## config.mk

```make
export PLATFORM = sky130hd
export DESIGN_NAME = pwmGen
export DESIGN_NICKNAME = d
export VERILOG_FILES = /design/src/common/buzzerPkg.sv /design/src/buzzer/pwmGen.sv
export SDC_FILE = /design/constraint.sdc
export NUM_CORES = 1
export LEC_CHECK = 0
export BUFFER_PORTS_ARGS = -buffer_cell sky130_fd_sc_hd__buf_2
export CAP_MARGIN = 40
export CORE_UTILIZATION = 51
export DETAILED_ROUTE_END_ITERATION = 10
export PLACE_DENSITY = 0.8
export SYNTH_ARGS = -nofsm -noshare
export SYNTH_HDL_FRONTEND = slang
export SYNTH_SLANG_ARGS = --single-unit
```

## constraint.sdc

```tcl
create_clock -name clk -period 3.04 [get_ports clk]
set_input_delay 0.304 -clock clk [delete_from_list [all_inputs] [get_ports clk]]
set_output_delay 0.304 -clock clk [all_outputs]
set_load 0.05 [all_outputs]
```

## src/common/buzzerPkg.sv

```systemverilog
`default_nettype none

package buzzerPkg;

    // ------------------------------
    // Widths
    // ------------------------------
    localparam int DATA_WIDTH   = 32;
    localparam int SAMPLE_WIDTH = 16;

    // ------------------------------
    // Register map, word offsets in the register window
    // ------------------------------
    localparam int REG_CTRL   = 0;
    localparam int REG_BASE   = 1;
    localparam int REG_COUNT  = 2;
    localparam int REG_STATUS = 3;

    // CTRL bits, write-only pulses
    localparam int CTRL_START_BIT = 0;
    localparam int CTRL_STOP_BIT  = 1;

    // STATUS bit 0 is busy

    // ------------------------------
    // Sample word, two samples per RAM word, low half played first
    // ------------------------------
    typedef union packed {
        logic [DATA_WIDTH-1:0] raw;
        struct packed {
            logic [SAMPLE_WIDTH-1:0] high;
            logic [SAMPLE_WIDTH-1:0] low;
        } half;
    } sampleWord_u;

endpackage

`default_nettype wire

```

## src/buzzer/pwmGen.sv

```systemverilog
`timescale 1ns/1ns
`default_nettype none

module pwmGen #(
    parameter int DUTY_BITS = 6
) (
    input  logic                                clk,
    input  logic                                RSTn,
    input  logic [buzzerPkg::SAMPLE_WIDTH-1:0]  sample,
    input  logic                                sampleValid,
    output logic                                sampleReady,
    output logic                                pwm,
    output logic                                playing
);

    localparam logic [DUTY_BITS-1:0] LAST_CNT = '1;

    logic [DUTY_BITS-1:0] cnt;
    logic [DUTY_BITS-1:0] duty;
    logic                 xfer;

    // ------------------------------
    // Handshake with the fetch stage
    // ------------------------------
    // Ready while idle or in the last cycle of a period
    assign sampleReady = ~playing | (cnt == LAST_CNT);
    assign xfer        = sampleValid & sampleReady;

    // ------------------------------
    // Period counter
    // ------------------------------
    always_ff @(posedge clk or negedge RSTn) begin
        if (!RSTn) begin
            playing <= 1'b0;
            cnt     <= '0;
        end else if (xfer) begin
            playing <= 1'b1;
            cnt     <= '0;
        end else if (playing) begin
            // No new sample at the boundary, go idle
            if (cnt == LAST_CNT)
                playing <= 1'b0;
            cnt <= cnt + 1'b1;
        end
    end

    // Duty from the top bits of the sample
    always_ff @(posedge clk) begin
        if (xfer)
            duty <= sample[buzzerPkg::SAMPLE_WIDTH-1 -: DUTY_BITS];
    end

    // High for the first duty cycles of the period
    assign pwm = playing & (cnt < duty);

endmodule

`default_nettype wire

```

==> results by group <==
Floorplanning
  – Die ar.: ~1500 sq um
  – Die X-Extent: 38.43 um
  – Initial Util: 57.80%
  – Site row count: 12
  – Die Y: 38.43 um
  – Top Ports: 22
  – Core ar.: 1171 sq um

Worst setup path
  – Top delay family on crit path: flip-flops
  – WP buf/inv: 1
  – Type of origin of the critical path: flop
  – CP max FO: 4
  – Crit end category: output pin
  – Slowest Stage Delay on Critical Path: between 0.4 and 0.5 ns
  – Arr. time, crit path: approximately 1.8 ns
  – CP cell instances: ha_1, a211oi_2, nor3_1, nor4b_2, buf_2
  – Slowest cell on the critical path: dfrtp_1
  – Worst endpoint required time: 2.74 ns
  – Setup CP Type: flop to output pin

Cells and area
  – Most frequent cells in the layout: buf_2 (11), dfrtp_1 (7), nor2_1 (6), ha_1 (6), edfxtp_1 (6)
  – Layout cell share with drive strength beyond 1: about a quarter
  – Synth-to-Final Area Change: 14.42%
  – Most common cell after layout, fill and taps aside: buf_2
  – Final net count: between 90 and 100
  – Core Util, Final: about two thirds
  – # diodes: 0

STA
  – Final hold violation count: 0
  – Final setup viols: 0
  – Worst slew margin: 79.36%
  – Final Critical Period: 2.105 ns
  – Worst-margin pin slew: 0.3096 ns
  – RSZ-0062 raised after global routing: no
  – Max frequency: 0.4751 GHz
  – Final Max Slew Viols: 0
  – Final period util: between 60% and 70%
  – Setup TNS Final: 0 ns
  – Clock Skew: ~0.0028 ns

Place
  – Routability cong.: slightly above 0.8
  – DP HPWL: slightly below 900 um
  – Port bufs: 11

Route
  – DR iter-0 viols: 13
  – Met2 WL: 588 um
  – Met1 Routed Length: approximately 530 um
  – DR WL/cell: between 10 and 15 um
  – DRT antenna net count: 0
  – Routed WL: between 1 and 1.5 mm
  – DRC: 0
  – Top routing layer in use: met3
  – Met3 WL post-DR: 36 um
  – Drt first pass iters: 4
  – Via count: ~450
  – Vias/cell: 5.184

GRT
  – Vias in the first global route: approximately 440
  – Overflow after GRT: 0
  – First-pass GRT wire length: between 1.5 and 2 mm
  – Pin count of the biggest net entering global routing: 12
  – Initial antenna violation count: 0
  – GRT Util Overall: 18.84%

Clock tree
  – CTS H-tree lvls: 1
  – Clk slew on worst S/H paths: 0.08 ns
  – Worst-skew pair later-pin latency: around 0.27 ns
  – CTS tree: yes
  – Root buffer cell: clkbuf_4
  – Clock Path Buffers: 2
  – Post-CTS resize count: 0
  – # clock sinks: 13
  – Number of buffers created by CTS: 3

Synth
  – Seq/Total Area, Yosys: between 50 and 60%
  – Syn avg cell area: 11.67 sq um
  – Yosys warns: 0
  – Post-Syn Area: around 680 sq um
  – Seq cells post-synth: 13
  – Syn_nets: 83
  – Most common flop cell mapped by yosys: dfrtp_1
  – EDFF count, synth: 6
  – Post-synthesis cell count: between 50 and 60
  – Ys async rst share: 53.85%
  – Yosys cell types: 25

Power and ir drop
  – Cell Pwr Density: between 400 and 500 nW/um^2
  – Static Leak: 0.3459 nW
  – Worst VDD drop: between 0.3 and 0.4 mV

Outcome
  – Status: finished clean

Flow run
  – Max-cap viol count: 0

Hold path
  – Hold/Removal Path Class: input pin to flop
sequential cells by signal, indices dropped and copies added, names as in the netlist:
signal	flops
cnt	6
duty	6
playing	1
per-layer routing:
metal / vias up / GRT usage [%]
met5: - / 0
met4: 0 / 5.172
met3: 0 / 6.977
met1: 209 / 25.10
met2: 9 / 28.81
li1: 233 / -
report_power, final:
part	internal [mW]	switching [mW]
sequential	0.196	0.0160
combinational	0.0337	0.0323
clock	0.0508	0.0570
total	0.281	0.105
metrics by stage:
step | instances | instance area, sq um | worst slack [ns] | hold slack (ns) | power (mW)
final | 87 | 774.5 | 0.9351 | 0.1984 | 0.3858
after global routing | 87 | 774.5 | 0.8038 | 0.1859 | 0.4062
after CTS | 87 | 774.5 | 0.9089 | 0.1975 | 0.3882
after detailed placement | 82 | 738.2 | 1.215 | 0.1490 | 0.2822
after global placement | 82 | 738.2 | 1.251 | 0.1430 | 0.2768
after floorplan | 58 | 676.9 | 0.8717 | 0.008409 | 0.2604
area by class of cell:
type	instances	area (sq um)
clock buffers	4	26.28
fillers	94	396.6
inverters	5	18.77
multi-input cells	39	291.5
flip-flops and latches	13	355.3
well taps	14	17.52
repair buffers	12	65.06
path summary, 6_finish.rpt:
kind | start | end | slack, ns | cells past startpoint
worst max-delay path | cnt[1]$_DFFE_PN0P_ | pwm | 0.94 | 5
worst min-delay path | sample[12] | duty[2]$_DFFE_PN_ | 0.20 | 1
worst max register to register | cnt[0]$_DFFE_PN0P_ | duty[0]$_DFFE_PN_ | 1.44 | 4
worst min register to register | cnt[4]$_DFFE_PN0P_ | cnt[4]$_DFFE_PN0P_ | 0.55 | 1
max in group asynchronous | RSTn | cnt[2]$_DFFE_PN0P_ | 2.50 | 2
min in group asynchronous | RSTn | cnt[3]$_DFFE_PN0P_ | 0.38 | 2
worst register-to-register path, stage by stage (launching register included):
cell	delay (ns)
dfrtp_1	0.43
ha_1	0.25
nand3_1	0.15
o21ai_2	0.19
and2_2	0.28
timing repair:
item | in CTS | in global routing
buffers inserted | 0 | 0
hold buffers | 1 | 0
endpoints found under the hold margin | 7 | 0
synth_stat cells (2+ instances only):
cell type / n / area, sq um
ha_1: 6 / 75.07
nor2_1: 6 / 22.52
a21oi_1: 2 / 10.01
o21ai_0: 2 / 10.01
edfxtp_1: 6 / 180.2
inv_1: 5 / 18.77
nand2_1: 4 / 15.01
dfrtp_1: 7 / 175.2
nand3_1: 2 / 10.01
nor2b_1: 3 / 18.77
cells by family (layout without fill, tap and decap cells):
group                      after synthesis  in the layout  share of synthesized area [%]
and+or+nand+nor                         21             21                          17.74
adders and majority gates                6              6                          11.09
muxes                                    1              1                          1.479
buffers and inverters                    6             21                          4.436
AOI/OAI and AO/OA                        9              9                          10.17
xor gates and xnor gates                 2              2                          2.588
DFF                                     13             13                          52.50
(Power assumes the default switching activity.)
