**src/common/buzzerPkg.sv**
```systemverilog
`default_nettype none

package buzzerPkg;

    // ------------------------------
    // Widths
    // ------------------------------
    localparam int DATA_WIDTH   = 32;
    localparam int SAMPLE_WIDTH = 16;

    // ------------------------------
    // Register map, word offsets in the register window
    // ------------------------------
    localparam int REG_CTRL   = 0;
    localparam int REG_BASE   = 1;
    localparam int REG_COUNT  = 2;
    localparam int REG_STATUS = 3;

    // CTRL bits, write-only pulses
    localparam int CTRL_START_BIT = 0;
    localparam int CTRL_STOP_BIT  = 1;

    // STATUS bit 0 is busy

    // ------------------------------
    // Sample word, two samples per RAM word, low half played first
    // ------------------------------
    typedef union packed {
        logic [DATA_WIDTH-1:0] raw;
        struct packed {
            logic [SAMPLE_WIDTH-1:0] high;
            logic [SAMPLE_WIDTH-1:0] low;
        } half;
    } sampleWord_u;

endpackage

`default_nettype wire

```
**src/hw/busDecoder.sv**
```systemverilog
`timescale 1ns/1ns
`default_nettype none

module busDecoder #(
    parameter int ADDR_WIDTH = 10,
    parameter int RAM_WORDS = 512,
    localparam int RAM_AW = $clog2(RAM_WORDS),
    localparam int CNT_W = RAM_AW + 1
) (
    input  logic                              clk,
    input  logic                              RSTn,
    input  logic                              cyc,
    input  logic                              stb,
    input  logic                              we,
    input  logic [ADDR_WIDTH-1:0]             adr,
    input  logic [buzzerPkg::DATA_WIDTH-1:0]  datW,
    output logic [buzzerPkg::DATA_WIDTH-1:0]  datR,
    output logic                              ack,
    output logic                              ramWe,
    output logic [RAM_AW-1:0]                 ramAddr,
    output logic [buzzerPkg::DATA_WIDTH-1:0]  ramWData,
    input  logic [buzzerPkg::DATA_WIDTH-1:0]  ramRData,
    output logic                              start,
    output logic                              stop,
    output logic [RAM_AW-1:0]                 baseWord,
    output logic [CNT_W-1:0]                  sampleCount,
    input  logic                              fetchBusy,
    input  logic                              playing
);

    localparam int OFF_W = ADDR_WIDTH - 1;

    logic                             access;
    logic                             regWin;
    logic                             regWrite;
    logic [OFF_W-1:0]                 regOff;
    logic                             isCtrl;
    logic                             isBase;
    logic                             isCount;
    logic                             isStatus;
    logic                             regSel;
    logic [buzzerPkg::DATA_WIDTH-1:0] regRData;
    logic [buzzerPkg::DATA_WIDTH-1:0] regRDataQ;

    // New transfer seen; the guard on ack keeps it to one ack per transfer
    assign access   = cyc & stb & ~ack;
    assign regWin   = adr[ADDR_WIDTH-1];
    assign regOff   = adr[OFF_W-1:0];
    assign regWrite = access & we & regWin;

    assign isCtrl   = (regOff == OFF_W'(buzzerPkg::REG_CTRL));
    assign isBase   = (regOff == OFF_W'(buzzerPkg::REG_BASE));
    assign isCount  = (regOff == OFF_W'(buzzerPkg::REG_COUNT));
    assign isStatus = (regOff == OFF_W'(buzzerPkg::REG_STATUS));

    // ------------------------------
    // RAM host port
    // ------------------------------
    assign ramWe    = access & we & ~regWin;
    assign ramAddr  = adr[RAM_AW-1:0];
    assign ramWData = datW;

    // Register read data, CTRL and unmapped offsets read zero
    always_comb begin
        regRData = '0;
        if (isBase)
            regRData[RAM_AW-1:0] = baseWord;
        if (isCount)
            regRData[CNT_W-1:0] = sampleCount;
        if (isStatus)
            regRData[0] = fetchBusy | playing;
    end

    // ------------------------------
    // Ack, pulses and registers
    // ------------------------------
    always_ff @(posedge clk or negedge RSTn) begin
        if (!RSTn) begin
            ack         <= 1'b0;
            regSel      <= 1'b0;
            start       <= 1'b0;
            stop        <= 1'b0;
            baseWord    <= '0;
            sampleCount <= '0;
        end else begin
            ack   <= access;
            start <= regWrite & isCtrl & datW[buzzerPkg::CTRL_START_BIT];
            stop  <= regWrite & isCtrl & datW[buzzerPkg::CTRL_STOP_BIT];
            if (access)
                regSel <= regWin;
            if (regWrite && isBase)
                baseWord <= datW[RAM_AW-1:0];
            if (regWrite && isCount)
                sampleCount <= datW[CNT_W-1:0];
        end
    end

    always_ff @(posedge clk) begin
        if (access)
            regRDataQ <= regRData;
    end

    // Valid in the ack cycle, RAM data arrives one cycle after the address
    assign datR = regSel ? regRDataQ : ramRData;

endmodule

`default_nettype wire

```
**config.mk**
```make
export PLATFORM = sky130hd
export DESIGN_NAME = busDecoder
export DESIGN_NICKNAME = d
export VERILOG_FILES = /design/src/common/buzzerPkg.sv /design/src/hw/busDecoder.sv
export SDC_FILE = /design/constraint.sdc
export NUM_CORES = 1
export LEC_CHECK = 0
export BUFFER_PORTS_ARGS = -buffer_cell sky130_fd_sc_hd__buf_2
export CAP_MARGIN = 0
export CELL_PAD_IN_SITES_DETAIL_PLACEMENT = 1
export CELL_PAD_IN_SITES_GLOBAL_PLACEMENT = 1
export CORE_MARGIN = 2
export CORE_UTILIZATION = 28
export DETAILED_ROUTE_END_ITERATION = 8
export MAX_ROUTING_LAYER = met4
export PLACE_DENSITY_LB_ADDON = 0.1
export SYNTH_ARGS = -nofsm -noshare
export SYNTH_HDL_FRONTEND = slang
export SYNTH_SLANG_ARGS = --single-unit
```
**constraint.sdc**
```tcl
create_clock -name clk -period 4.7 [get_ports clk]
set_clock_uncertainty 0.1 [all_clocks]
set_input_delay 0 -clock clk [delete_from_list [all_inputs] [get_ports clk]]
set_output_delay 0 -clock clk [all_outputs]
set_load 0.05 [all_outputs]
```
==> flow_metrics.tcl <==
set metrics [dict create \
    flow.area_growth_from_synthesis_pct 46.2 \
    clkSlewWorstSetupHoldPaths_ns 0.07 \
    synthesis_warning_total 0 \
    regToRegStartpoint "ack" \
    r2r_slack_ns 2.66 \
    synthesis.instances 171 \
    class_of_the_tightest_hold_or_removal_check "in2reg" \
    post_cts.resized_instances 0 \
    timing.final.setup_violations 0 \
    cts_tree "built" \
    multi_input_comb_area_um2 737 \
    final_net_count 377 \
    rsz0062_at_grt "false" \
    setup_total_negative_slack_ns 0 \
    post-route-period-util 0.434 \
    whs_ns 0.0523 \
    finalCriticalPeriod_ns 2.04 \
    crit_required_ns 4.77 \
    power_leakage_nw 1.46 \
    cts_setup_buffers 0 \
    timing.reg2reg.worst_path_depth 3 \
    dpl_cell_area_mm2 0.00238 \
    grt_pass1_wl_um 8020 \
    numPlacedInstances 335 \
    post_layout_nonfiller_instances 377 \
    route.antenna.remaining_nets 0 \
    maxCapViolCount 0 \
    starting_density 0.289 \
    setup.worst_path.class "reg2reg" \
    final_slew_viol_count 0 \
    cts.hold.buffers_added 34 \
    whs_endpoint "stop" \
    routabilityCongestion 0.699 \
    detail_route.drc_violations 0 \
    synth_area_leader_cell "dfrtp_1" \
    irDropWorstVdd_mv 0.243 \
    latest_clock_arrival_within_the_worst_skew_pair_ns 0.28 \
    total_congestion_overflow_after_global_routing 0 \
    worstSetupStartpointType "register" \
    netlist_top_cells_count "41 x buf_4, 30 x mux2_2, 24 x nor2b_1" \
    worstHoldPathCells 3 \
    setup_ws_ns 2.66 \
    dp_slack_ns 2.63 \
    drt_pre_antenna_iters 4 \
    die_w_um 87.5 \
    grtUsageTotal 0.138 \
    grt_max_degree 34 \
    tritoncts.num_buffers 5 \
    row_count 30 \
    drtIter0Drc 46 \
    endpoint_kind "register" \
    core_area_mm2 0.00676 \
    synth.distinct_cells 23 \
    cts_htree_levels 2 \
    run_status "finished clean" \
    layout.cell_area.non_filler_mm2 0.00285 \
    power.density_cell_area_mw_per_mm2 337 \
    synth-edff-count 10 \
    synthDominantCellAreaShare 0.295 \
    antenna_cells 0 \
    detail_route.wirelength_um 5480 \
    design.die.area_mm2 0.00765 \
    yosys_register_bits 33 \
    worstMarginPinSlew_ns 1.04 \
    floorplan.io_pins 177 \
    first_global_vias 1662 \
    detailroute.via_count 1704 \
    hold_violations 0 \
    dp.final_hpwl_um 4230 \
    r2r_endpoint "sampleCount[5]" \
    cts_sinks 33 \
    wl_per_instance_um 14.5 \
    synthTopCellsByArea "dfrtp_1 30%, mux2_2 17%, buf_4 16%" \
    postLayoutCoreUtil 0.422 \
    post-synth-top-count-cell "buf_4" \
    ys.flop_type "dfrtp_1" \
    crit_arrival_ns 2.11 \
    syn_area_mm2 0.00195 \
    register_area_um2 876 \
    cts.path.max_buffers 2 \
    numPortBuffers 132 \
    min_from "adr[0]" \
    syn-num-nets 252 \
    synth_sequential_area_ratio 0.449 \
    cts_root_buffer "clkbuf_8" \
    asyncSetResetFlopFracSynth 0.697 \
    timing.critical_path.fanout_max 10 \
    die_height_um 87.5 \
    relSlewSlack 0.307 \
    layout_fillers 792 \
    via_per_inst 4.52 \
    postSynthAreaPerCell_um2 11.4 \
    grt_antenna_before_repair 0 \
    drive_above_1_share 0.586 \
    clock.fmax_mhz 490 \
    pwr_total_mw 0.961 \
]
-- cell families (layout without fill, tap and decap cells) --
group | Yosys count | after routing | share of synthesized area
compound gates | 10 | 10 | 0.0378
buf+inv | 49 | 175 | 0.173
flops | 33 | 33 | 0.449
mux | 30 | 30 | 0.173
simple gates | 49 | 49 | 0.167
-- per-layer routing --
layer,vias to the layer above,track usage,wire [µm]
li1,804,-,-
met1,797,0.153,2070
met2,98,0.252,2900
met3,5,0.0303,462
met4,0,0.0294,43
met5,-,-,0
-- final cells by class --
cell class                      count  area share
Timing Repair Buffer              166       0.351
Sequential cell                    33       0.307
Multi-Input combinational cell     89       0.258
Tap cell                           80      0.0351
Clock buffer                        5      0.0241
Clock inverter                      3      0.0228
Inverter                            1     0.00132
-- placed cells by master (no fill, tap or decap), drive strengths merged --
master	Yosys	final
nand3b	1	1
nand2b	1	1
and3	1	1
nor3	1	1
o221ai	1	1
clkinv	0	1
mux2	30	30
edfxtp	10	10
or3	1	1
nand2	2	2
buf	41	132
or2	1	1
nand4b	2	2
dlygate4sd3	0	34
inv	1	1
a21oi	1	1
nor4	2	2
bufinv	0	2
nor2b	24	24
a22oi	8	8
or4	1	1
nor3b	1	1
dfrtp	23	23
clkbuf	7	5
and4	2	2
nor2	9	9
-- critical path, stage by stage, from the launching register on --
cell      delay [ns]
dfrtp_1         0.37
nand3b_1        0.33
nor4_4          0.72
mux2_2          0.41
-- where the power goes --
group          switching [mW]  leakage [nW]  internal (mW)  total, mW
clock network           0.102        0.0681          0.211      0.313
registers              0.0160         0.414          0.301      0.317
logic                   0.241         0.979         0.0900      0.332
-- state kept, by name (all words and copies together), names as in the netlist --
name	cells
ack	1
baseWord	9
regRDataQ	10
regSel	1
sampleCount	10
start	1
stop	1
-- worst max-delay path by stage --
| stage | from | endpoint | slack, ns | cells past startpoint |
|---|---|---|---|---|
| 4_1_cts | regSel | datR[0] | 2.58 | 2 |
| 2_1_floorplan | ack | ramWe | 2.44 | 2 |
| 5_1_grt | regSel | datR[8] | 2.50 | 2 |
| 3_3_place_gp | adr[6] | baseWord[6] | 2.65 | 4 |
| 3_5_place_dp | adr[6] | baseWord[0] | 2.63 | 4 |
| 6_report | ack | sampleCount[5] | 2.66 | 3 |
Note: power is estimated with default switching activity, not from simulation.
