===== src/common/buzzerPkg.sv =====
`default_nettype none

package buzzerPkg;

    // ------------------------------
    // Widths
    // ------------------------------
    localparam int DATA_WIDTH   = 32;
    localparam int SAMPLE_WIDTH = 16;

    // ------------------------------
    // Register map, word offsets in the register window
    // ------------------------------
    localparam int REG_CTRL   = 0;
    localparam int REG_BASE   = 1;
    localparam int REG_COUNT  = 2;
    localparam int REG_STATUS = 3;

    // CTRL bits, write-only pulses
    localparam int CTRL_START_BIT = 0;
    localparam int CTRL_STOP_BIT  = 1;

    // STATUS bit 0 is busy

    // ------------------------------
    // Sample word, two samples per RAM word, low half played first
    // ------------------------------
    typedef union packed {
        logic [DATA_WIDTH-1:0] raw;
        struct packed {
            logic [SAMPLE_WIDTH-1:0] high;
            logic [SAMPLE_WIDTH-1:0] low;
        } half;
    } sampleWord_u;

endpackage

`default_nettype wire


===== src/buzzer/sampleFetch.sv =====
`timescale 1ns/1ns
`default_nettype none

module sampleFetch #(
    parameter int RAM_WORDS = 512,
    localparam int RAM_AW = $clog2(RAM_WORDS),
    localparam int CNT_W = RAM_AW + 1
) (
    input  logic                                clk,
    input  logic                                RSTn,
    input  logic                                start,
    input  logic                                stop,
    input  logic [RAM_AW-1:0]                   baseWord,
    input  logic [CNT_W-1:0]                    sampleCount,
    output logic                                fetchRe,
    output logic [RAM_AW-1:0]                   fetchAddr,
    input  logic [buzzerPkg::DATA_WIDTH-1:0]    fetchData,
    output logic                                sampleValid,
    output logic [buzzerPkg::SAMPLE_WIDTH-1:0]  sample,
    input  logic                                sampleReady,
    output logic                                fetchBusy
);

    logic [CNT_W-1:0]       wordsLeft;
    logic [CNT_W-1:0]       samplesLeft;
    logic                   pending;
    logic                   haveNext;
    logic                   hiSel;
    buzzerPkg::sampleWord_u bufWord;
    logic                   xfer;
    logic                   avail;
    logic                   load;

    assign xfer  = sampleValid & sampleReady;

    // Word ready at the RAM output, just arrived or parked there
    assign avail = pending | haveNext;

    // Move it into the buffer once the buffer is empty or drains now
    assign load  = avail & (~sampleValid | (xfer & hiSel));

    // One read in flight at most, only into a free output slot
    assign fetchRe = fetchBusy & (wordsLeft != '0) & (~avail | load);

    // Low half first, then high half
    assign sample = hiSel ? bufWord.half.high : bufWord.half.low;

    // ------------------------------
    // Control
    // ------------------------------
    always_ff @(posedge clk or negedge RSTn) begin
        if (!RSTn) begin
            fetchBusy   <= 1'b0;
            fetchAddr   <= '0;
            wordsLeft   <= '0;
            samplesLeft <= '0;
            pending     <= 1'b0;
            haveNext    <= 1'b0;
            sampleValid <= 1'b0;
            hiSel       <= 1'b0;
        end else if (stop || (fetchBusy && xfer && samplesLeft == CNT_W'(1))) begin
            // Abort, or the last sample has gone
            fetchBusy   <= 1'b0;
            pending     <= 1'b0;
            haveNext    <= 1'b0;
            sampleValid <= 1'b0;
            hiSel       <= 1'b0;
        end else if (!fetchBusy) begin
            if (start && sampleCount != '0) begin
                fetchBusy   <= 1'b1;
                fetchAddr   <= baseWord;
                samplesLeft <= sampleCount;
                wordsLeft   <= (sampleCount >> 1) + CNT_W'(sampleCount[0]);
            end
        end else begin
            pending  <= fetchRe;
            haveNext <= avail & ~load;
            if (fetchRe) begin
                fetchAddr <= fetchAddr + 1'b1;
                wordsLeft <= wordsLeft - 1'b1;
            end
            if (xfer)
                samplesLeft <= samplesLeft - 1'b1;
            if (load) begin
                sampleValid <= 1'b1;
                hiSel       <= 1'b0;
            end else if (xfer) begin
                if (hiSel)
                    sampleValid <= 1'b0;
                else
                    hiSel <= 1'b1;
            end
        end
    end

    // Buffered word
    always_ff @(posedge clk) begin
        if (load)
            bufWord.raw <= fetchData;
    end

endmodule

`default_nettype wire


===== config.mk =====
export PLATFORM = sky130hd
export DESIGN_NAME = sampleFetch
export DESIGN_NICKNAME = d
export VERILOG_FILES = /design/src/common/buzzerPkg.sv /design/src/buzzer/sampleFetch.sv
export SDC_FILE = /design/constraint.sdc
export NUM_CORES = 1
export LEC_CHECK = 0
export BUFFER_PORTS_ARGS = -buffer_cell sky130_fd_sc_hd__buf_2
export CORE_MARGIN = 10
export CORE_UTILIZATION = 55
export CTS_CLUSTER_SIZE = 12
export DETAILED_ROUTE_END_ITERATION = 10
export PLACE_DENSITY = 0.82
export SLEW_MARGIN = 20
export SYNTH_ARGS = -nofsm -noshare
export SYNTH_HDL_FRONTEND = slang
export SYNTH_SLANG_ARGS = --single-unit

===== constraint.sdc =====
create_clock -name clk -period 6.8 [get_ports clk]
set_input_delay 2.04 -clock clk [delete_from_list [all_inputs] [get_ports clk]]
set_output_delay 2.04 -clock clk [all_outputs]
set_load 0.01 [all_outputs]

==> impl_metrics.tcl, run 1 <==
set metrics [dict create \
    crit_path_top_delay_cell "o21ai_0" \
    first_pass_iters 5 \
    rsz0062_at_grt "no" \
    vias_per_cell 6.065 \
    cts_hold_buf 0 \
    synthArstFlopShare_pct 51.52 \
    wirelength_mm 8.995 \
    clk_pin_slew_worst_paths_ns 0.07 \
    synth_ff_type "dfrtp_1" \
    cts_resized 0 \
    vias 2966 \
    tightest_slew_ns 1.046 \
    numClockSinks 66 \
    wirelength_met1_mm 3.651 \
    cts_made_buffers 9 \
    min_path_type "register to register" \
    grt.total_usage_pct 18.24 \
    ioPinCount 84 \
    cts_tree "built" \
    start_util_pct 55.98 \
    rows 29 \
    fmax_mhz 193.3 \
    dr_wl_met3_um 459 \
    first_global_vias 2956 \
    multiInputGateArea_mm2 0.001607 \
    path_cells "buf_2, a21boi_1, o21ai_0, nand3_1, inv_1, buf_2" \
    portBuffers 83 \
    gr-total-overflow 0 \
    routed-wl-met2_mm 4.714 \
    utilization_pct 66.21 \
    place_ws_ns 1.635 \
    grt_pass1_wl_mm 14.76 \
    final-hold-violation-count 0 \
    n_fill_cell 513 \
    maxCapViolations 0 \
    ys_ff_latch 66 \
    die_w_um 100.2 \
    area_delta_synth_final_pct 18.27 \
    routed.top_layer "met4" \
    fin_cells 489 \
    htree_levels 3 \
    crit_path_frequent_cell "buf_2" \
    dpl.hpwl_mm 6.427 \
    regArea_mm2 0.001812 \
    setup_viol 0 \
    die_area_mm2 0.01003 \
    crit_type "input port to output pin" \
    synth_nets 389 \
    fin_skew_ns 0.008284 \
    num_antenna_cells 0 \
    p_per_area_mw_per_mm2 269.3 \
    p_leak_nw 1.731 \
    detail-route-antenna-nets 0 \
    drv_slew 0 \
    postCtsSetupRepairBufs 0 \
    clockBufferDepth 2 \
    syn-cell-area_mm2 0.003535 \
    finalSetupTns_ns 0 \
    nets 470 \
    cp_max_fo 6 \
    gp_congestion 0.8627 \
    antenna_found_initial 0 \
    yosysWarnings 0 \
    worstPathArrival_ns 3.13 \
    grt_max_degree 35 \
    drcViolationCount 0 \
    min_period_over_period_pct 76.07 \
    max-vdd-ir-drop_v 0.0001583 \
    core_mm2 0.006314 \
    worstPathRequired_ns 4.76 \
    max_stage_delay_ns 0.30 \
    drt_first_iter_violations 328 \
    synth_cell_type_count 60 \
    synth_edf_count 32 \
    syn-instance-count 326 \
    start_kind "input port" \
    worst_slack_ns 1.627 \
    avgSynthCellArea_um2 10.84 \
    dieHeight_um 100.2 \
    wl_per_cell_um 18.39 \
    critPathCaptureType "output pin" \
    yosysSeqAreaShare_pct 51.26 \
    worstSkewPairLatency_ns 0.35 \
    slew_headroom_pct 30.03 \
    fin_crit_ns 5.173 \
    dp.cells 473 \
    outcome "complete, no violations" \
    p_total_mw 1.126 \
    clockRootBuffer "clkbuf_8" \
    drive_above_1_share_pct 32.52 \
]
## flip-flops by register name, indices dropped and copies added, names as in the netlist
signal / flops
bufWord: 32
samplesLeft: 10
wordsLeft: 10
fetchAddr: 9
fetchBusy: 1
haveNext: 1
hiSel: 1
pending: 1
sampleValid: 1
## per-layer routing
layer  vias to the layer above  GRT usage (%)
met1                      1451          22.94
met3                        17          3.571
met2                        91          29.77
met4                         0          7.935
met5                         -              0
li1                       1407              -
## report_power, final
| group | total [mW] | switching (mW) | internal (mW) |
|---|---|---|---|
| Clock | 0.320 | 0.152 | 0.168 |
| Combinational | 0.251 | 0.137 | 0.115 |
| Sequential | 0.554 | 0.0746 | 0.480 |
## cells in the final DEF (no fill, tap or decap), types with 6 or more instances in the layout
master,n
buf_2,83
dfrtp_1,34
edfxtp_1,32
nor2_1,21
nand2_1,20
o21ai_0,19
a21oi_1,18
nand3_1,17
mux2_2,16
nor3_1,15
inv_1,11
clkbuf_8,9
nand4_1,8
o22ai_1,7
ha_1,7
and3_1,6
o32ai_1,6
## cells in the mapped netlist (6+ instances only)
master    instances  area (um2)
clkbuf_1          7       26.28
and3_1            6       37.54
a21oi_1          18       90.09
o22ai_1           7       43.79
nor3_1           15       75.07
mux2_2           16       180.2
nand3_1          17       85.08
nand4_1           8       50.05
o32ai_1           6       52.55
o21ai_0          19       95.09
nor2_1           22       82.58
nand2_1          20       75.07
edfxtp_1         32       960.9
inv_1            11       41.29
dfrtp_1          34       850.8
ha_1              7       87.58
## kinds of logic after synthesis
family,share of synthesized area (%)
muxes,6.513
DFF,51.26
adders and majority gates,2.478
buffers and inverters,3.363
xor gates and xnor gates,1.735
and+or+nand+nor,18.80
AOI/OAI and AO/OA,15.86
## final timing paths
check,from,to,slack [ns],cells after the start
min reg2reg,wordsLeft[9]$_DFFE_PN0P_,wordsLeft[9]$_DFFE_PN0P_,0.55,1
max reg2reg,fetchBusy$_DFF_PN0_,wordsLeft[6]$_DFFE_PN0P_,3.78,6
min in group asynchronous,RSTn,fetchAddr[5]$_DFFE_PN0P_,1.77,1
max in group asynchronous,RSTn,samplesLeft[3]$_DFFE_PN0P_,4.53,1
min,wordsLeft[9]$_DFFE_PN0P_,wordsLeft[9]$_DFFE_PN0P_,0.55,1
max,sampleReady,fetchRe,1.63,6
## area by class of cell
cell class                      instances  area share [%]
Clock buffer                           11           3.143
Clock inverter                          5           1.317
Inverter                               13           1.167
Multi-Input combinational cell        232           38.43
Sequential cell                        66           43.34
Tap cell                               77           2.305
Timing Repair Buffer                   85           10.30
## per-stage QoR
stage | hold slack, ns | instance area, um2
6_report | 0.5525 | 4180
5_1_grt | 0.5844 | 4180
4_1_cts | 0.5508 | 4180
3_5_place_dp | 0.5344 | 3994
3_3_place_gp | 0.5239 | 3994
2_1_floorplan | 0.4974 | 3535
## critical path: cells and delay by family
| kind | cells | cell delay [ns] |
|---|---|---|
| buffers and inverters | 3 | 0.33 |
| AOI/OAI and AO/OA | 2 | 0.54 |
| and+or+nand+nor | 1 | 0.23 |
Power figures use the tool's default switching activity.
==> inputs of run 2 (changes only) <==
--- a/config.mk
+++ b/config.mk
@@ -5,12 +5,13 @@
 export SDC_FILE = /design/constraint.sdc
 export NUM_CORES = 1
 export LEC_CHECK = 0
+export ABC_AREA = 1
 export BUFFER_PORTS_ARGS = -buffer_cell sky130_fd_sc_hd__buf_2
 export CORE_MARGIN = 10
-export CORE_UTILIZATION = 55
+export CORE_UTILIZATION = 49
 export CTS_CLUSTER_SIZE = 12
 export DETAILED_ROUTE_END_ITERATION = 10
-export PLACE_DENSITY = 0.82
+export PLACE_DENSITY = 0.76
 export SLEW_MARGIN = 20
 export SYNTH_ARGS = -nofsm -noshare
 export SYNTH_HDL_FRONTEND = slang
==> constraint.sdc (replaced) <==
create_clock -name clk -period 4.2 [get_ports clk]
set_input_delay 1.26 -clock clk [delete_from_list [all_inputs] [get_ports clk]]
set_output_delay 1.26 -clock clk [all_outputs]
set_load 0.01 [all_outputs]
==> impl_metrics.tcl, run 2 <==
set metrics [dict create \
    outcome "complete, no violations" \
    first_pass_iters 4 \
    synth_cell_type_count 32 \
    avgSynthCellArea_um2 7.690 \
    crit_path_frequent_cell "nand2_2" \
    drv_slew 0 \
    synth_edf_count 32 \
    place_area_mm2 0.004168 \
    start_util_pct 50.41 \
    vias_per_cell 5.018 \
    ys_ff_latch 66 \
    largest_register "bufWord" \
    critPathCaptureType "output pin" \
    synth_top_area_cell "edfxtp_1" \
    detail-route-antenna-nets 0 \
    yosysWarnings 0 \
    synthArstFlopShare_pct 51.52 \
    dpl.hpwl_mm 6.820 \
    start_kind "input port" \
    p_total_mw 1.867 \
    gr-total-overflow 0 \
    clk_pin_slew_worst_paths_ns 0.08 \
    synth_top_area_share_pct 26.14 \
    postCtsSetupRepairBufs 0 \
    p_per_area_mw_per_mm2 427.4 \
    fin_cells 667 \
    utilization_pct 59.92 \
    fin_crit_ns 3.242 \
    worst_slack_ns 0.9575 \
    crit_buf_inv 3 \
    drcViolationCount 0 \
    die_area_mm2 0.01137 \
    hold_end "samplesLeft[1]$_DFFE_PN0P_" \
    worst-r2r-setup-slack_ns 2.27 \
    synth_ff_type "dfrtp_1" \
    synth_area_leaders "edfxtp_1, dfrtp_1, nand2_1" \
    n_fill_cell 677 \
    fmax_mhz 308.4 \
    synthTopCellsByCount "nand2_1, inv_1, dfrtp_1, nand3_1" \
    numClockSinks 66 \
    worstPathArrival_ns 1.98 \
    largest_reg_flops 32 \
    min_path_type "register to register" \
    final_common_cell "nand2_1" \
    num_antenna_cells 0 \
    path_cells "buf_2, nand2_2, nand2_2, nor2_2, nor2_4, nand2_2, inv_1, buf_2" \
    vias 3347 \
    dieHeight_um 106.6 \
    crit_type "input port to output pin" \
    synth_most_common_cell "nand2_1" \
    fin_hold_ws_ns 0.5006 \
    final_cell_mix "nand2_1, buf_2, inv_1" \
    first_global_vias 3449 \
    fin_skew_ns 0.01195 \
    hold_depth 2 \
    place_ws_ns 0.9567 \
    wl_per_cell_um 14.11 \
    ioPinCount 84 \
    cts_made_buffers 9 \
    gp_congestion 0.8470 \
    portBuffers 83 \
    r2r_end "samplesLeft[5]$_DFFE_PN0P_" \
    die_w_um 106.6 \
    slew_headroom_pct 48.06 \
    cp_max_fo 3 \
    grt_max_degree 35 \
    synth_nets 541 \
    syn-instance-count 478 \
    reg2reg_from "fetchBusy$_DFF_PN0_" \
    drive_above_1_share_pct 21.13 \
    dp.cells 651 \
    critical_path.top_delay_family "simple AND/OR/NAND/NOR gates" \
    cts_tree "built" \
    htree_levels 3 \
    core_mm2 0.007292 \
    clockBufferDepth 2 \
    max-vdd-ir-drop_v 0.0001926 \
    rows 31 \
    fin_area_mm2 0.004369 \
    r2r_cells 10 \
    grt_pass1_wl_mm 15.76 \
    max_stage_delay_ns 0.14 \
    drt_first_iter_violations 249 \
    wirelength_mm 9.411 \
    antenna_found_initial 0 \
    setup_viol 0 \
    area_delta_synth_final_pct 18.86 \
    finalSetupTns_ns 0 \
    min_period_over_period_pct 77.20 \
    clockRootBuffer "clkbuf_8" \
    cts_resized 0 \
    worstPathRequired_ns 2.94 \
    syn-cell-area_mm2 0.003676 \
    cts_hold_buf 0 \
    hp-start "samplesLeft[1]$_DFFE_PN0P_" \
    final-hold-violation-count 0 \
    nets 626 \
    top_regs "bufWord x32, samplesLeft x10, wordsLeft x10" \
    worstSkewPairLatency_ns 0.36 \
    maxCapViolations 0 \
    p_leak_nw 2.255 \
    rsz0062_at_grt "no" \
    yosysSeqAreaShare_pct 49.29 \
    tightest_slew_ns 0.7790 \
    crit_path_top_delay_cell "nor2_2" \
    grt.total_usage_pct 17.09 \
]
==> run 2: cell types whose count changed after synthesis, sizes merged, moves of 6 or more <==
cell	change
nor2	+13
and3	-6
mux2	-16
nor3	-13
a21oi	-14
o21ai	+10
inv	+37
nand3	+16
nand2	+192
o32ai	-6
==> run 2: how the worst max path moves through the flow <==
stage | from | endpoint | slack, ns | depth (start not counted)
2_1_floorplan | sampleReady | fetchRe | 1.27 | 6
3_3_place_gp | sampleReady | fetchRe | 1.00 | 8
3_5_place_dp | sampleReady | fetchRe | 0.96 | 8
4_1_cts | sampleReady | fetchRe | 0.96 | 8
5_1_grt | sampleReady | fetchRe | 0.90 | 8
6_report | sampleReady | fetchRe | 0.96 | 8
==> run 2: where the power goes <==
group	total, mW	internal, mW	switching (mW)	leakage [nW]
Combinational	0.450	0.168	0.282	1.42
Clock	0.550	0.279	0.271	0.100
Sequential	0.868	0.780	0.0883	0.733
Total	1.87	1.23	0.641	2.25
==> run 2: final cells by class <==
class                           count  area (um2)  share of cell area [%]
Inverter                           51       191.4                   4.381
Clock inverter                      7       77.57                   1.775
Tap cell                           99       123.9                   2.835
Multi-Input combinational cell    349        1603                   36.68
Sequential cell                    66        1812                   41.47
Clock buffer                        9       123.9                   2.835
Timing Repair Buffer               86       437.9                   10.02
==> run 2: cells by family (layout without fill, tap and decap cells) <==
kind of cell,Yosys count,in the layout,share of synthesized area [%]
and+or+nand+nor,295,295,33.80
buffers and inverters,63,153,7.113
muxes,1,1,0.2723
xor gates and xnor gates,5,5,1.192
DFF,66,66,49.29
adders and majority gates,7,7,2.382
AOI/OAI and AO/OA,41,41,5.956
==> run 2: layer usage <==
layer | up-vias | track usage, % | wire length [um]
met3 | 19 | 4.671 | 773
met5 | - | 0 | 0
li1 | 1696 | - | -
met2 | 133 | 28.75 | 4485
met1 | 1499 | 19.96 | 3948
met4 | 0 | 7.640 | 204
==> run 2: worst min-delay path: stages, from the launching register on <==
cell and delay, ns:
dfrtp_1 0.35, nand2_1 0.05, o21ai_0 0.07
==> inputs of run 3 (changes only) <==
--- a/config.mk
+++ b/config.mk
@@ -8,10 +8,10 @@
 export ABC_AREA = 1
 export BUFFER_PORTS_ARGS = -buffer_cell sky130_fd_sc_hd__buf_2
 export CORE_MARGIN = 10
-export CORE_UTILIZATION = 49
+export CORE_UTILIZATION = 54
 export CTS_CLUSTER_SIZE = 12
 export DETAILED_ROUTE_END_ITERATION = 10
-export PLACE_DENSITY = 0.76
+export PLACE_DENSITY = 0.8
 export SLEW_MARGIN = 20
 export SYNTH_ARGS = -nofsm -noshare
 export SYNTH_HDL_FRONTEND = slang
==> constraint.sdc (replaced) <==
create_clock -name clk -period 3.2 [get_ports clk]
set_input_delay 0.96 -clock clk [delete_from_list [all_inputs] [get_ports clk]]
set_output_delay 0.96 -clock clk [all_outputs]
set_load 0.01 [all_outputs]
==> impl_metrics.tcl, run 3 (synthesized netlist as in run 2, its figures left out) <==
set metrics [dict create \
    outcome "complete, no violations" \
    grt_max_degree 35 \
    clockBufferDepth 2 \
    gp_congestion 0.8883 \
    hold_depth 2 \
    hold_end "samplesLeft[1]$_DFFE_PN0P_" \
    cp_max_fo 4 \
    utilization_pct 65.70 \
    r2r_end "samplesLeft[5]$_DFFE_PN0P_" \
    fin_area_mm2 0.004414 \
    place_ws_ns 0.5876 \
    cts_tree "built" \
    drt_first_iter_violations 203 \
    portBuffers 83 \
    fin_crit_ns 2.766 \
    fmax_mhz 361.5 \
    slew_headroom_pct 47.46 \
    dpl.hpwl_mm 6.772 \
    worstPathArrival_ns 1.81 \
    hp-start "samplesLeft[1]$_DFFE_PN0P_" \
    final_common_cell "nand2_1" \
    max_stage_delay_ns 0.39 \
    maxCapViolations 0 \
    vias 3346 \
    worst-r2r-setup-slack_ns 1.19 \
    numClockSinks 66 \
    clockRootBuffer "clkbuf_8" \
    wl_per_cell_um 14.00 \
    die_area_mm2 0.01051 \
    num_antenna_cells 0 \
    reg2reg_from "fetchBusy$_DFF_PN0_" \
    cts_made_buffers 9 \
    cts_hold_buf 0 \
    postCtsSetupRepairBufs 0 \
    r2r_cells 8 \
    crit_path_top_delay_cell "dfrtp_1" \
    setup_viol 0 \
    place_area_mm2 0.004172 \
    drv_slew 0 \
    htree_levels 3 \
    die_w_um 102.5 \
    crit_type "register to output pin" \
    largest_reg_flops 32 \
    min_path_type "register to register" \
    largest_register "bufWord" \
    critPathCaptureType "output pin" \
    grt_pass1_wl_mm 15.14 \
    first_global_vias 3256 \
    p_leak_nw 2.285 \
    p_per_area_mw_per_mm2 586.2 \
    final-hold-violation-count 0 \
    start_kind "register" \
    fin_hold_ws_ns 0.4925 \
    top_regs "bufWord x32, samplesLeft x10, wordsLeft x10" \
    drcViolationCount 0 \
    min_period_over_period_pct 86.45 \
    rsz0062_at_grt "no" \
    crit_path_frequent_cell "inv_1" \
    ioPinCount 84 \
    gr-total-overflow 0 \
    vias_per_cell 5.148 \
    max-vdd-ir-drop_v 0.0002468 \
    detail-route-antenna-nets 0 \
    start_util_pct 54.71 \
    finalSetupTns_ns 0 \
    fin_skew_ns 0.008355 \
    nets 628 \
    worst_slack_ns 0.4335 \
    core_mm2 0.006719 \
    path_cells "inv_1, ha_1, nand2_1, nor2_1, nand3_1, nand2_2, inv_1, buf_2" \
    rows 30 \
    final_cell_mix "nand2_1, buf_2, inv_1" \
    tightest_slew_ns 0.7881 \
    grt.total_usage_pct 18.39 \
    drive_above_1_share_pct 21.23 \
    antenna_found_initial 0 \
    first_pass_iters 6 \
    clk_pin_slew_worst_paths_ns 0.07 \
    worstPathRequired_ns 2.24 \
    dieHeight_um 102.5 \
    cts_resized 0 \
    wirelength_mm 9.101 \
    area_delta_synth_final_pct 20.08 \
    worstSkewPairLatency_ns 0.35 \
]
[run 3: cell count changes in the layout (fill, tap and decap cells not counted), sizes merged]
cell    delta
clkbuf     +1
bufinv     +2
inv        -2
clkinv     -1
buf        +2
[run 3: worst max path at each step]
stage                                   startpoint  endpoint  slack (ns)  depth (start not counted)
after floorplan                        sampleReady   fetchRe        0.87                          6
after global placement                 sampleReady   fetchRe        0.63                          8
after detailed placement               sampleReady   fetchRe        0.59                          8
after CTS                 wordsLeft[0]$_DFFE_PN0P_   fetchRe        0.42                          8
after global routing      wordsLeft[0]$_DFFE_PN0P_   fetchRe        0.29                          8
final                     wordsLeft[0]$_DFFE_PN0P_   fetchRe        0.43                          8
[run 3: cell type report]
type	instances	area, um2
fill	555	2305
sequential	66	1812
multi-input combinational	349	1603
timing repair buffer	88	465.4
inverter	51	191.4
clock buffer	10	127.6
clock inverter	6	115.1
tap	80	100.1
[run 3: worst max-delay path, delay by kind of cell, from the launching register on]
kind	cells	cell delay (ns)
flip-flops	1	0.39
AND/OR/NAND/NOR	4	0.56
adder cells (fa/ha/maj)	1	0.23
buffers and inverters	3	0.28
[run 3: layer usage]
metal / part of all wire, % / up-vias / global-route usage, % / routed length (um)
li1: - / 1692 / - / -
met1: 43 / 1535 / 22.44 / 3872
met2: 48 / 104 / 30.03 / 4373
met3: 7.6 / 15 / 4.558 / 688
met4: 1.8 / 0 / 8.351 / 166
met5: 0 / - / 0 / 0
[run 3: where the power goes]
group	leakage (nW)	switching (mW)	total, mW	internal (mW)
logic	1.44	0.374	0.601	0.228
clock network	0.117	0.331	0.851	0.520
registers	0.733	0.112	1.13	1.02
[run 3: through the flow]
step | total power [mW] | std cells
floorplan | 1.540 | 478
global placement | 1.719 | 634
detailed placement | 1.749 | 634
CTS | 2.595 | 650
global route | 2.750 | 650
finish | 2.588 | 650
